**src/sap1_pkg.sv**
```systemverilog
package sap1_pkg;

    localparam int DATA_W     = 8;
    localparam int ADDR_W     = 4;
    localparam int FRAME_BITS = 40;     // a, b, acc, pc byte, sng_en, operand, state

    typedef logic [DATA_W-1:0] data_t;  // Bus and register value
    typedef logic [ADDR_W-1:0] addr_t;  // Memory address, PC or operand
    typedef logic [2:0]        prog_sel_t;

    typedef enum logic [3:0] {
        OP_LDA = 4'h0,
        OP_ADD = 4'h1,
        OP_SUB = 4'h2,
        OP_SNG = 4'h3,
        OP_OUT = 4'hE,
        OP_HLT = 4'hF
    } opcode_t;

    typedef enum logic [2:0] {T0, T1, T2, T3, T4, T5} t_state_t;

    typedef struct packed {
        logic sng_en;
        logic hlt;
        logic pc_inc;
        logic pc_en;       // PC drives the bus
        logic mar_load;
        logic mem_en;      // ROM drives the bus
        logic ir_load;
        logic ir_en;       // IR drives the bus
        logic a_load;
        logic b_load;
        logic alu_sub;
        logic acc_load;
    } ctrl_word_t;

    // Sent MSB first, so a goes out on the wire before everything else
    typedef struct packed {
        data_t    a;
        data_t    b;
        data_t    acc;
        logic [3:0] pc_pad;  // Always zero
        addr_t    pc;
        logic     sng_en;
        addr_t    operand;
        t_state_t state;
    } status_frame_t;

endpackage

```
**src/sap1_controller.sv**
```systemverilog
`timescale 1ns/100ps

module sap1_controller (
    input  logic                  clk,
    input  logic                  reset,
    input  logic                  restart,
    input  logic                  step,
    input  sap1_pkg::opcode_t     opcode,
    output sap1_pkg::ctrl_word_t  ctrl,
    output sap1_pkg::t_state_t    state
);
    import sap1_pkg::*;

    // Ring of six T-states, frozen by HLT
    always_ff @(posedge clk or posedge reset) begin
        if (reset) begin
            state <= T0;
        end else if (restart) begin
            state <= T0;
        end else if (step && !ctrl.hlt) begin
            if (state == T5) begin
                state <= T0;
            end else begin
                state <= t_state_t'(state + 3'd1);
            end
        end
    end

    always_comb begin
        ctrl = '0;
        case (state)
            T0: begin
                ctrl.pc_en    = 1'b1;  // Fetch address from PC
                ctrl.mar_load = 1'b1;
            end
            T1: ctrl.pc_inc = 1'b1;
            T2: begin
                ctrl.mem_en  = 1'b1;   // Instruction into IR
                ctrl.ir_load = 1'b1;
            end
            T3: begin
                case (opcode)
                    OP_LDA, OP_ADD, OP_SUB: begin
                        ctrl.ir_en    = 1'b1;  // Operand address to MAR
                        ctrl.mar_load = 1'b1;
                    end
                    OP_HLT:  ctrl.hlt    = 1'b1;
                    OP_SNG:  ctrl.sng_en = 1'b1;
                    default: ctrl = '0;        // OUT has nothing to drive
                endcase
            end
            T4: begin
                if (opcode == OP_LDA) begin
                    ctrl.mem_en = 1'b1;
                    ctrl.a_load = 1'b1;
                end else if (opcode == OP_ADD || opcode == OP_SUB) begin
                    ctrl.mem_en = 1'b1;
                    ctrl.b_load = 1'b1;
                end
            end
            T5: begin
                ctrl.acc_load = (opcode == OP_ADD) || (opcode == OP_SUB);
                ctrl.alu_sub  = (opcode == OP_SUB);
            end
            default: ctrl = '0;
        endcase
    end

    a_state_range: assert property (@(posedge clk) disable iff (reset) state <= T5)
        else $error("controller state out of range");

endmodule

```
**src/sap1_datapath.sv**
```systemverilog
`timescale 1ns/100ps

module sap1_datapath (
    input  logic                  clk,
    input  logic                  reset,
    input  logic                  restart,
    input  logic                  step,
    input  sap1_pkg::ctrl_word_t  ctrl,
    input  sap1_pkg::data_t       rom_data,
    output sap1_pkg::addr_t       mar,
    output sap1_pkg::opcode_t     opcode,
    output sap1_pkg::addr_t       operand,
    output sap1_pkg::addr_t       pc,
    output sap1_pkg::data_t       a,
    output sap1_pkg::data_t       b,
    output sap1_pkg::data_t       acc
);
    import sap1_pkg::*;

    data_t bus;
    data_t ir_q;
    data_t alu_out;

    // Bus source mux, the controller never enables two at once
    always_comb begin
        if (ctrl.pc_en) begin
            bus = {4'h0, pc};
        end else if (ctrl.mem_en) begin
            bus = rom_data;
        end else if (ctrl.ir_en) begin
            bus = ir_q;
        end else begin
            bus = '0;
        end
    end

    assign alu_out = ctrl.alu_sub ? a - b : a + b;  // Wraps modulo 256

    always_ff @(posedge clk or posedge reset) begin
        if (reset) begin
            pc   <= '0;
            mar  <= '0;
            ir_q <= '0;
            a    <= '0;
            b    <= '0;
            acc  <= '0;
        end else if (restart) begin
            pc   <= '0;
            mar  <= '0;
            ir_q <= '0;
            a    <= '0;
            b    <= '0;
            acc  <= '0;
        end else if (step) begin
            if (ctrl.pc_inc && !ctrl.hlt) begin
                pc <= pc + 4'd1;   // Wraps at 16
            end
            if (ctrl.mar_load) begin
                mar <= bus[3:0];
            end
            if (ctrl.ir_load) begin
                ir_q <= bus;
            end
            if (ctrl.a_load) begin
                a <= bus;
            end
            if (ctrl.b_load) begin
                b <= bus;
            end
            if (ctrl.acc_load) begin
                acc <= alu_out;
            end
        end
    end

    assign opcode  = opcode_t'(ir_q[7:4]);
    assign operand = ir_q[3:0];

    a_bus_single_driver: assert property (@(posedge clk) disable iff (reset)
        $onehot0({ctrl.pc_en, ctrl.mem_en, ctrl.ir_en}))
        else $error("more than one bus driver enabled");

endmodule

```
**src/program_rom.sv**
```systemverilog
`timescale 1ns/100ps

module program_rom (
    input  sap1_pkg::prog_sel_t  sel,
    input  sap1_pkg::addr_t      addr,
    output sap1_pkg::data_t      data
);
    import sap1_pkg::*;

    localparam data_t VAL_A = 8'h0A;  // Operand word at address 15
    localparam data_t VAL_B = 8'h04;  // Operand word at address 14

    logic  is_song;
    addr_t song_num;

    function automatic data_t instr(opcode_t op, addr_t arg);
        instr = {op, arg};
    endfunction

    always_comb begin
        is_song  = 1'b1;
        song_num = '0;
        case (sel)
            3'b010:  song_num = 4'd2;
            3'b011:  song_num = 4'd3;
            3'b100:  song_num = 4'd4;
            3'b111:  song_num = 4'd5;
            default: is_song = 1'b0;  // Add or subtract program
        endcase
    end

    always_comb begin
        data = '0;
        if (is_song) begin
            case (addr)
                4'd0:    data = instr(OP_SNG, song_num);
                4'd1:    data = instr(OP_HLT, 4'd0);
                default: data = '0;
            endcase
        end else begin
            case (addr)
                4'd0:    data = instr(OP_LDA, 4'd15);
                4'd1:    data = instr((sel == 3'b001) ? OP_SUB : OP_ADD, 4'd14);
                4'd2:    data = instr(OP_OUT, 4'd0);
                4'd3:    data = instr(OP_SNG, 4'd0);
                4'd4:    data = instr(OP_HLT, 4'd0);
                4'd14:   data = VAL_B;
                4'd15:   data = VAL_A;
                default: data = '0;
            endcase
        end
    end

endmodule

```
**src/spi_frame_tx.sv**
```systemverilog
`timescale 1ns/100ps

module spi_frame_tx #(
    parameter int SPI_DIV = 200     // clk cycles per SCLK half period
) (
    input  logic                     clk,
    input  logic                     reset,
    input  logic                     start,
    input  sap1_pkg::status_frame_t  frame,
    output logic                     sclk,
    output logic                     mosi,
    output logic                     cs_n,
    output logic                     busy
);
    import sap1_pkg::*;

    localparam int DIV_W = $clog2(SPI_DIV + 1);
    localparam int BIT_W = $clog2(FRAME_BITS);

    logic [DIV_W-1:0]      div_cnt;
    logic [BIT_W-1:0]      bit_cnt;
    logic [FRAME_BITS-1:0] shift_q;
    logic                  half_done;
    logic                  fall;

    assign half_done = busy && (div_cnt == DIV_W'(SPI_DIV - 1));
    assign fall      = half_done && sclk;

    // Payload shifter, loaded on accepted start
    always_ff @(posedge clk) begin
        if (!busy && start) begin
            shift_q <= frame;
        end else if (fall) begin
            shift_q <= {shift_q[FRAME_BITS-2:0], 1'b0};
        end
    end

    always_ff @(posedge clk or posedge reset) begin
        if (reset) begin
            div_cnt <= '0;
            bit_cnt <= '0;
            sclk    <= 1'b0;
            mosi    <= 1'b0;
            cs_n    <= 1'b1;
            busy    <= 1'b0;
        end else if (!busy) begin
            if (start) begin
                div_cnt <= '0;
                bit_cnt <= '0;
                mosi    <= frame[FRAME_BITS-1];  // First bit ready before SCLK rises
                cs_n    <= 1'b0;
                busy    <= 1'b1;
            end
        end else if (half_done) begin
            div_cnt <= '0;
            sclk    <= ~sclk;
            if (fall) begin
                if (bit_cnt == BIT_W'(FRAME_BITS - 1)) begin
                    mosi <= 1'b0;   // Frame complete
                    cs_n <= 1'b1;
                    busy <= 1'b0;
                end else begin
                    mosi    <= shift_q[FRAME_BITS-2];
                    bit_cnt <= bit_cnt + 1'b1;
                end
            end
        end else begin
            div_cnt <= div_cnt + 1'b1;
        end
    end

    a_sclk_idle_low: assert property (@(posedge clk) disable iff (reset) cs_n |-> !sclk)
        else $error("sclk active while cs_n is high");

endmodule

```
**src/sap1_top.sv**
```systemverilog
`timescale 1ns/100ps

module sap1_top #(
    parameter int STEP_DIV = 100_000,  // clk cycles per machine step
    parameter int SPI_DIV  = 200
) (
    input  logic                 clk,
    input  logic                 reset,
    input  sap1_pkg::prog_sel_t  program_sel,
    output logic                 sclk,
    output logic                 mosi,
    output logic                 cs_n,
    output logic                 halted
);
    import sap1_pkg::*;

    localparam int STEP_W = $clog2(STEP_DIV + 1);

    logic [STEP_W-1:0] step_cnt;
    logic              step;
    logic              step_d;
    logic              restart;
    logic              start;
    logic              busy;
    prog_sel_t         sel_q;
    ctrl_word_t        ctrl;
    t_state_t          state;
    opcode_t           opcode;
    addr_t             mar, operand, pc;
    data_t             rom_data, a, b, acc;
    status_frame_t     frame;

    // Select register, any change restarts the program
    always_ff @(posedge clk or posedge reset) begin
        if (reset) begin
            sel_q   <= '0;
            restart <= 1'b0;
        end else begin
            sel_q   <= program_sel;
            restart <= (program_sel != sel_q);
        end
    end

    always_ff @(posedge clk or posedge reset) begin
        if (reset) begin
            step_cnt <= '0;
            step     <= 1'b0;
            step_d   <= 1'b0;
        end else begin
            step_d <= step && !restart;  // Frame start follows the step by one cycle
            if (restart) begin
                step_cnt <= '0;
                step     <= 1'b0;
            end else if (step_cnt == STEP_W'(STEP_DIV - 1)) begin
                step_cnt <= '0;
                step     <= 1'b1;
            end else begin
                step_cnt <= step_cnt + 1'b1;
                step     <= 1'b0;
            end
        end
    end

    assign halted = ctrl.hlt;
    assign start  = step_d && !halted && !busy;  // Skipped if the last frame is still out
    assign frame  = '{a: a, b: b, acc: acc, pc_pad: 4'h0, pc: pc, sng_en: ctrl.sng_en,
                      operand: operand, state: state};

    sap1_controller u_ctrl (.clk(clk), .reset(reset), .restart(restart), .step(step),
                            .opcode(opcode), .ctrl(ctrl), .state(state));

    sap1_datapath u_dp (.clk(clk), .reset(reset), .restart(restart), .step(step),
                        .ctrl(ctrl), .rom_data(rom_data), .mar(mar), .opcode(opcode),
                        .operand(operand), .pc(pc), .a(a), .b(b), .acc(acc));

    program_rom u_rom (.sel(sel_q), .addr(mar), .data(rom_data));

    spi_frame_tx #(.SPI_DIV(SPI_DIV)) u_spi (.clk(clk), .reset(reset), .start(start),
                                             .frame(frame), .sclk(sclk), .mosi(mosi),
                                             .cs_n(cs_n), .busy(busy));

endmodule

```
**config.mk**
```make
export PLATFORM = sky130hd
export DESIGN_NAME = sap1_top
export DESIGN_NICKNAME = d
export VERILOG_FILES = /design/src/sap1_pkg.sv /design/src/sap1_controller.sv /design/src/sap1_datapath.sv /design/src/program_rom.sv /design/src/spi_frame_tx.sv /design/src/sap1_top.sv
export SDC_FILE = /design/constraint.sdc
export NUM_CORES = 1
export LEC_CHECK = 0
export BUFFER_PORTS_ARGS = -buffer_cell sky130_fd_sc_hd__buf_2
export CAP_MARGIN = 5
export CORE_MARGIN = 2
export CORE_UTILIZATION = 30
export CTS_CLUSTER_SIZE = 30
export DETAILED_ROUTE_END_ITERATION = 12
export SYNTH_ARGS = -nofsm -noshare
export SYNTH_HDL_FRONTEND = slang
export SYNTH_HIERARCHICAL = 1
export SYNTH_SLANG_ARGS = --single-unit
```
**constraint.sdc**
```tcl
create_clock -name clk -period 4 [get_ports clk]
set_input_delay 0.4 -clock clk [delete_from_list [all_inputs] [get_ports clk]]
set_output_delay 0.4 -clock clk [all_outputs]
set_load 0.01 [all_outputs]
```
==> run summary, run 1 <==
The type of destination of the critical path was a flop. The part of the cycle the worst path needs is 76.0%. TritonCTS built the clock tree. The clock network accounts for 53.1% of the total power. The cell count after synthesis is 717. The clock net in this run drives a total of 123 sinks. Global routing used 12.8% of the available tracks.

Master of the slowest instance on the critical path: sky130_fd_sc_hd__dfrtp_1. Sequential cells account for 44.7% of the total power. In this design, the critical path's most frequently occurring cell is sky130_fd_sc_hd__nand2_1.

For this run, the detailed router's first-pass iteration total came to 5. The number of antenna diodes in the final layout is 0. The combinational share of power was 2.2%. The first global-routing pass estimated 24400 um of wire. The average routed wire per standard cell is 14.1 um, and the cell count of the worst reg-to-reg path is 10. The mean area per synthesized cell was 9.36 um^2; the max-capacitance violation count was 0.

Registers take 0.00327 mm^2. The I/O pin total is 9, and the share of post-route cells with drive strength above 1 is 11.4%. The category of the worst setup path launch point is a flop. No sink is reached through more buffers than the 2 on the longest clock path.

The detail route stage leaves a number of antenna-violating nets equal to 0. The routed layout has 4993 vias. The run gives 30.7% as the initial cell density of the core. After synthesis the netlist holds a flip-flop and latch count of 123. The flow ran to the end, and the final reports show no timing, DRC or antenna violations.

For the initial antenna violation count, the log shows 0. After detailed routing, the total wire length is 14300 um. The floorplan has 54 rows. The worst setup path is of the flop to flop kind. For this run, the number of Yosys warnings is 6. Setup repair after global routing left no endpoint under its margin. After synthesis, flip-flops and latches occupy 48.8% of the total area.

After detailed placement, the total cell area comes to 0.00699 mm^2. The proportion of synthesized flip-flops having asynchronous set or reset came out at 68.3%. On the critical path the largest part of the delay comes from simple AND/OR/NAND/NOR gates. The total power after layout was 2.91 mW; the residual overflow from global routing was 0. The net switching power figure came out at 0.618 mW.

The number of synthesized flops with an enable pin was 39; the setup fix buffers added after clock tree synthesis was 0. The internal power of the cells totals 2.29 mW. Walking the worst path, the cells encountered are and2_1 -> ha_1 -> and3_2 -> and3_1 -> nor3b_1 -> inv_1 -> nor2_2 -> buf_4 -> nand2_1 -> nand2_1.

The tools report the via count of the first global-routing pass as 4755. The cell type with the largest total area after synthesis is sky130_fd_sc_hd__dfrtp_1. For the worst-skew pair, the clock arrives at the later sink with an insertion delay of 420 ps.

The maximum operating frequency was 329 MHz. VDD sags by at most 0.286 mV. The run gives 0.00760 mm^2 as the final non-filler cell area. Clock root buffer: sky130_fd_sc_hd__clkbuf_16.

The run gives 3.00 nW as the standby leakage power. Top flip-flop cell by instance count after synthesis: sky130_fd_sc_hd__dfrtp_1. Setup-violating endpoint count in the final report: 0. Final hold analysis gives a worst-case slack of 113 ps. The first routing iteration left 392 violations.

The number of hold-slack violations in the final timing report came out at 0. The number of stages on the worst setup path is 10, and the final net count is 741. The data arrival time at the worst-slack endpoint is 3320 ps, and the critical path's largest stage delay is 460 ps.

Pin count of the biggest net entering global routing: 42. From left edge to right edge, the die measures 154 um. The post-detailed-route via-to-cell ratio was 4.92. Buffers placed on the I/O ports in this run total 8. The die is 154 um tall. The layout-stage area growth over the synthesis result was 13.3%; the combined area of all synthesized cells was 0.00671 mm^2.

For this design the ratio of total power to cell area is 383 mW/mm^2. For the count of different cell masters after synthesis, the log shows 86. The tools report the total die area as 0.0236 mm^2. Net switching is 21.2% of the power. The tools report the final worst clock skew as 12.7 ps. After detailed routing, the number of remaining DRC violations is 0. Count of final max-slew check failures: 0. The logs give 2287 for the fill cell total of the finished layout and 0.805 for the weighted congestion at the end of routability-driven global placement. The worst hold path depth is 1, and the post-route minimum period is 3040 ps. In this run the biggest area consumer among cell types represents 30.9% of the synthesized area. The class of the tightest hold or removal check is input pin to flop. Along the worst path, the maximum fanout reaches 28. After routing, the total negative slack on setup checks comes to 0 ps. Clock-pin slew was measured on the worst setup and hold paths at 50 ps. The HPWL after detailed placement is 9620 um. The final standard cell utilization of the core was 34.7%; the deepest level of the CTS H-tree was 4. TritonCTS created 17 clock buffers. For the worst setup path, the data required time is 4280 ps. Sorting the synthesized cells by area gives the leading types as sky130_fd_sc_hd__dfrtp_1 31%, sky130_fd_sc_hd__edfxtp_1 17%, sky130_fd_sc_hd__nand2_1 10%. Core area: 0.0219 mm^2.

Counting both buffers and inverters, the worst setup path holds a total of 2. For the pin with the worst max-slew slack, the measured transition is 1110 ps. The logs give 25.3% for the headroom to the max-slew limit and 0.00319 mm^2 for the multi-input gate area in the final layout.
==> final cells by class <==
type / count / area share [%]
Clock inverter: 9 / 1.05
Sequential cell: 123 / 43.1
Multi-Input combinational cell: 541 / 41.9
Inverter: 23 / 1.14
Tap cell: 280 / 4.61
Timing Repair Buffer: 16 / 1.35
Clock buffer: 23 / 6.86
==> synthesized netlist by cell type, types with 8 or more instances <==
master and number:
sky130_fd_sc_hd__xor2_1 15, sky130_fd_sc_hd__nand3_1 46, sky130_fd_sc_hd__ha_1 13, sky130_fd_sc_hd__xnor2_1 22
sky130_fd_sc_hd__nand2_1 179, sky130_fd_sc_hd__o21ai_1 19, sky130_fd_sc_hd__nand4_1 10, sky130_fd_sc_hd__dfrtp_1 83
sky130_fd_sc_hd__inv_1 21, sky130_fd_sc_hd__and3_1 10, sky130_fd_sc_hd__buf_2 10, sky130_fd_sc_hd__nor2_1 50
sky130_fd_sc_hd__a21oi_1 32, sky130_fd_sc_hd__nor3_1 13, sky130_fd_sc_hd__a31oi_1 8, sky130_fd_sc_hd__edfxtp_1 39
sky130_fd_sc_hd__clkbuf_1 13, sky130_fd_sc_hd__nor2b_1 9
==> power groups by stage <==
stage | registers, mW | logic [mW] | clock network (mW)
detailed placement | 1.33 | 0.0657 | 0
finish | 1.30 | 0.0642 | 1.54
floorplan | 1.32 | 0.0514 | 0
global route | 1.30 | 0.0739 | 1.64
global placement | 1.33 | 0.0648 | 0
CTS | 1.30 | 0.0666 | 1.58
==> routing by layer <==
layer / track usage [%] / routed length [um] / part of all wire (%)
met3: 3.35 / 519 / 3.6
met2: 18.8 / 6440 / 45
met5: 0 / 0 / 0
met4: 4.85 / 265 / 1.8
met1: 18.0 / 7120 / 50
==> state kept, by name, indices dropped and copies added, names as in the netlist <==
register       flops
step               1
u_spi/div_cnt      8
u_dp/b             8
u_dp/mar           4
u_spi/busy         1
u_dp/acc           8
u_spi/mosi         1
u_dp/pc            4
sel_q              3
u_dp/a             8
u_spi/sclk         1
u_spi/bit_cnt      6
u_spi/cs_n         1
restart            1
step_d             1
u_ctrl/state       3
u_spi/shift_q     39
step_cnt          17
u_dp/ir_q          8
==> path summary, 6_finish.rpt <==
check	end	startpoint	slack (ps)
worst max-delay path	u_spi/shift_q[20]	u_ctrl/state[1]	960
worst min register to register	step_cnt[0]	step_cnt[0]	490
worst min-delay path	sel_q[0]	program_sel[0]	110
max in group asynchronous	step	reset	2630
worst max register to register	u_spi/shift_q[20]	u_ctrl/state[1]	960
min in group asynchronous	u_ctrl/state[1]	reset	450
==> logic make-up after synthesis <==
kind of cell	after synthesis	share of synthesized area, %
AND/OR/NAND/NOR	371	27.5
flip-flops	123	48.8
adder cells (fa/ha/maj)	14	2.72
XOR/XNOR	38	5.07
multiplexers	9	1.53
buffers and inverters	56	3.93
other	1	0.0559
AO/OA/AOI/OAI	105	10.5
==> timing repair <==
action,CTS,global route
hold buffers,1,0
gates resized for setup,0,0
hold endpoints to repair,3,0
==> cell usage in the layout, fill, tap and decap left out, drive strengths merged, types with 3 or more instances in the layout <==
cell	synthesis	final
nor3	15	15
a31oi	9	9
clkbuf	13	23
edfxtp	39	39
dfrtp	83	83
xor2	15	15
buf	20	15
xnor2	23	23
o211ai	3	3
a22o	6	6
and2	6	6
mux2i	5	5
ha	13	13
and4	5	5
nor4b	4	4
o21ai	24	24
nor3b	3	3
nor4	4	4
clkinv	0	6
a21o	5	5
mux2	4	4
nand2	179	179
nor2b	10	10
and3	11	11
a211oi	5	5
nand3	46	46
and3b	4	4
nor2	51	51
nand4	13	13
or3	3	3
a21oi	33	33
nand2b	6	6
conb	1	4
inv	23	25
==> through the flow <==
stage	setup slack, ps	std cells
CTS	944	1015
global route	572	1015
floorplan	726	720
finish	960	1015
global placement	1130	982
detailed placement	977	982
Note: power is estimated with default switching activity, not from simulation.
==> inputs of run 2 (changes only) <==
==> constraint.sdc (replaced) <==
create_clock -name clk -period 2.5 [get_ports clk]
set_input_delay 0.25 -clock clk [delete_from_list [all_inputs] [get_ports clk]]
set_output_delay 0.25 -clock clk [all_outputs]
set_load 0.01 [all_outputs]
==> run summary, run 2 (synthesized netlist as in run 1, its figures left out) <==
The flow ran to the end, and the final reports show no timing, DRC or antenna violations. The register containing the most flip-flops in the final layout is u_spi/shift_q (unchanged). Areal power density over the cells: 594 mW/mm^2 (was 383 mW/mm^2). The tools report the I/O pin total as 9 (unchanged). The run gives 2840 ps (was 4280 ps) as the data required time at the worst endpoint. The worst setup path category was flop to flop (unchanged). The remaining number of nets flagged by the antenna check after routing was 0 (unchanged). The width of the die is 154 um (unchanged).

The tools report the flip-flop and latch area as 0.00327 mm^2 (unchanged). Ordered cell list for the critical path: and3b_2 -> and4b_2 -> mux2_4 -> fa_2 -> nor2b_4 -> o21a_4 -> o211ai_2 -> a2111o_1 -> nand3_1 (was and2_1 -> ha_1 -> and3_2 -> and3_1 -> nor3b_1 -> inv_1 -> nor2_2 -> buf_4 -> nand2_1 -> nand2_1). The data arrival time at the worst-slack endpoint was 2820 ps (was 3320 ps).

The tools report the count of final max-slew check failures as 0 (unchanged). Detailed-route wire length: 14500 um (was 14300 um). The cell count of the worst reg-to-reg path works out to 9 (was 10). Antenna diode instance count: 0 (unchanged).

Highest-count cells in the layout ignoring fill and taps: 178 x sky130_fd_sc_hd__nand2_1, 83 x sky130_fd_sc_hd__dfrtp_1, 48 x sky130_fd_sc_hd__nor2_1 (was 179 x sky130_fd_sc_hd__nand2_1, 83 x sky130_fd_sc_hd__dfrtp_1, 49 x sky130_fd_sc_hd__nor2_1). The category of the worst setup path launch point was a flop (unchanged). For the final hold slack, the log shows 319 ps (was 113 ps). The critical path's largest stage delay is 390 ps (was 460 ps), and the initial antenna violation count is 0 (unchanged). Startpoint of the most critical register-to-register path: u_ctrl/state[1] (unchanged).

The clock root buffer was sky130_fd_sc_hd__clkbuf_16 (unchanged). Share of post-route cells with drive strength above 1: 15.7% (was 11.4%). Setup repair after global routing could not meet its margin everywhere.

Terminus of the critical flop-to-flop path: u_dp/acc[6] (was u_spi/shift_q[20]). The number of port buffers is 8 (unchanged), and the setup-violating endpoint count in the final report is 0 (unchanged). Deepest level of the CTS H-tree: 4 (unchanged). The logs give 404 MHz (was 329 MHz) for the maximum operating frequency and 0 (unchanged) for the number of DRC violations after detailed routing.

The tools report the post-DP HPWL as 9780 um (was 9620 um). TritonCTS built the clock tree. The via total after detailed routing was 5109 (was 4993). The residual overflow from global routing came out at 0 (unchanged). The master of the slowest instance on the critical path was sky130_fd_sc_hd__fa_2 (was sky130_fd_sc_hd__dfrtp_1). Biggest regs: u_spi/shift_q x39, step_cnt x17 (unchanged). The logs give 123 (unchanged) for the number of clock sinks and 415 (was 392) for the initial DRC count. The via count of the first global-routing pass was 4948 (was 4755).

Class of the tightest hold or removal check: input pin to async pin (was input pin to flop). The slew at the pin with the worst max-slew slack is 936 ps (was 1110 ps). The fill cell total of the finished layout was 2256 (was 2287); the all-layer global routing usage was 12.7% (was 12.8%). The clock latency at the later pin of the worst-skew pair was 410 ps (was 420 ps). The die span in y works out to 154 um (unchanged). Most common cell after layout, fill and taps aside: sky130_fd_sc_hd__nand2_1 (unchanged).

The part of the cycle the worst path needs was 98.9% (was 76.0%). The critical path buffer and inverter count works out to 0 (was 2). The type of destination of the critical path was a flop (unchanged). The maximum net fanout on the critical path was 4 (was 28). For the weighted congestion at the end of routability-driven global placement, the log shows 0.852 (was 0.805). The post-detailed-route via-to-cell ratio works out to 4.89 (was 4.92).

The average routed wire per standard cell works out to 13.9 um (was 14.1 um). Post-route minimum period: 2470 ps (was 3040 ps). The number of placed instances, taps included is 1005 (was 982).

For the cell row count, the log shows 54 (unchanged). Multi-input gate area in the final layout: 0.00325 mm^2 (was 0.00319 mm^2). The core area was 0.0219 mm^2 (unchanged); the number of buffers created by CTS was 17 (unchanged). The final worst clock skew is 7.37 ps (was 12.7 ps), and the max-capacitance violation count is 0 (unchanged). The initial cell density of the core was 30.7% (unchanged); the pin count of the biggest net entering global routing was 41 (was 42). The run gives 2 (unchanged) as the maximum clock insertion buffer count.

The tools report the final net count as 770 (was 741). The first-pass GRT wire length is 24600 um (was 24400 um). The layout-stage area growth over the synthesis result works out to 18.5% (was 13.3%).

The largest voltage drop on the vdd net was 0.457 mV (was 0.286 mV); the number of cells in the finished layout apart from fillers was 1044 (was 1015). The total die area came out at 0.0236 mm^2 (unchanged). The total power after layout is 4.72 mW (was 2.91 mW).

The tools report the headroom to the max-slew limit as 37.6% (was 25.3%). The top cell family by delay on the critical path was simple AND/OR/NAND/NOR gates (unchanged). The run gives 5 (unchanged) as the total iterations of the first detailed-routing run. The internal reg-to-reg setup slack came out at 30 ps (was 960 ps).

The number of hold-slack violations in the final timing report was 0 (unchanged); the clock-pin slew of the registers on the worst-case setup and hold paths was 60 ps (was 50 ps). The standby leakage power was 3.17 nW (was 3.00 nW). The number of stages on the worst setup path works out to 9 (was 10).

The flip-flop count of the largest register, all copies and words added came out at 39 (unchanged).
==> run 2: per-layer routing <==
| layer | up-vias | routed length [um] | global-route usage (%) |
|---|---|---|---|
| met5 | - | 0 | 0 |
| met2 | 88 | 6790 | 19.8 |
| met1 | 2460 | 7110 | 17.5 |
| met3 | 11 | 444 | 2.82 |
| li1 | 2550 | - | - |
| met4 | 0 | 197 | 4.37 |
==> run 2: report_power, final <==
| part | internal, mW | leakage, nW | switching [mW] | total (mW) |
|---|---|---|---|---|
| sequential | 2.07 | 1.38 | 0.0147 | 2.09 |
| combinational | 0.0347 | 1.49 | 0.0716 | 0.106 |
| clock | 1.61 | 0.312 | 0.914 | 2.53 |
==> run 2: final cells by class <==
class / instances / share of cell area [%]
Sequential cell: 123 / 41.2
Multi-Input combinational cell: 541 / 40.8
Clock buffer: 22 / 6.65
Timing Repair Buffer: 45 / 4.66
Tap cell: 280 / 4.40
Clock inverter: 10 / 1.21
Inverter: 23 / 1.09
==> run 2: how the worst max path moves through the flow <==
| stage | startpoint | endpoint | slack, ps |
|---|---|---|---|
| floorplan | u_ctrl/state[1] | u_dp/acc[6] | 30 |
| global placement | u_ctrl/state[1] | u_dp/acc[6] | 50 |
| detailed placement | u_ctrl/state[1] | u_dp/acc[6] | 20 |
| CTS | u_ctrl/state[1] | u_dp/acc[6] | 10 |
| global route | u_ctrl/state[0] | u_dp/acc[7] | -90 |
| finish | u_ctrl/state[1] | u_dp/acc[6] | 30 |
==> run 2: what timing repair did <==
action / in CTS / in global routing
buffers inserted: 0 / 2
endpoints found under the hold margin: 6 / 0
resized for setup: 0 / 5
endpoints found under the setup margin: 0 / 77
hold buffers: 4 / 0
==> run 2: worst reg2reg max path: stages, from the launching register on <==
cell and delay (ps):
sky130_fd_sc_hd__dfrtp_1 380, sky130_fd_sc_hd__and3b_2 240, sky130_fd_sc_hd__and4b_2 280, sky130_fd_sc_hd__mux2_4 330, sky130_fd_sc_hd__fa_2 390, sky130_fd_sc_hd__nor2b_4 130, sky130_fd_sc_hd__o21a_4 140, sky130_fd_sc_hd__o211ai_2 80
sky130_fd_sc_hd__a2111o_1 370, sky130_fd_sc_hd__nand3_1 80
==> run 2: stage by stage <==
stage | setup TNS [ps] | worst slack, ps | util [%] | instance area (um^2)
detailed placement | 0 | 20.9 | 33.0 | 7220
global route | -154 | -91.0 | 36.3 | 7950
floorplan | 0 | 29.6 | - | 6760
global placement | 0 | 50.4 | 33.0 | 7220
CTS | 0 | 12.7 | 36.0 | 7890
finish | 0 | 27.2 | 36.3 | 7950
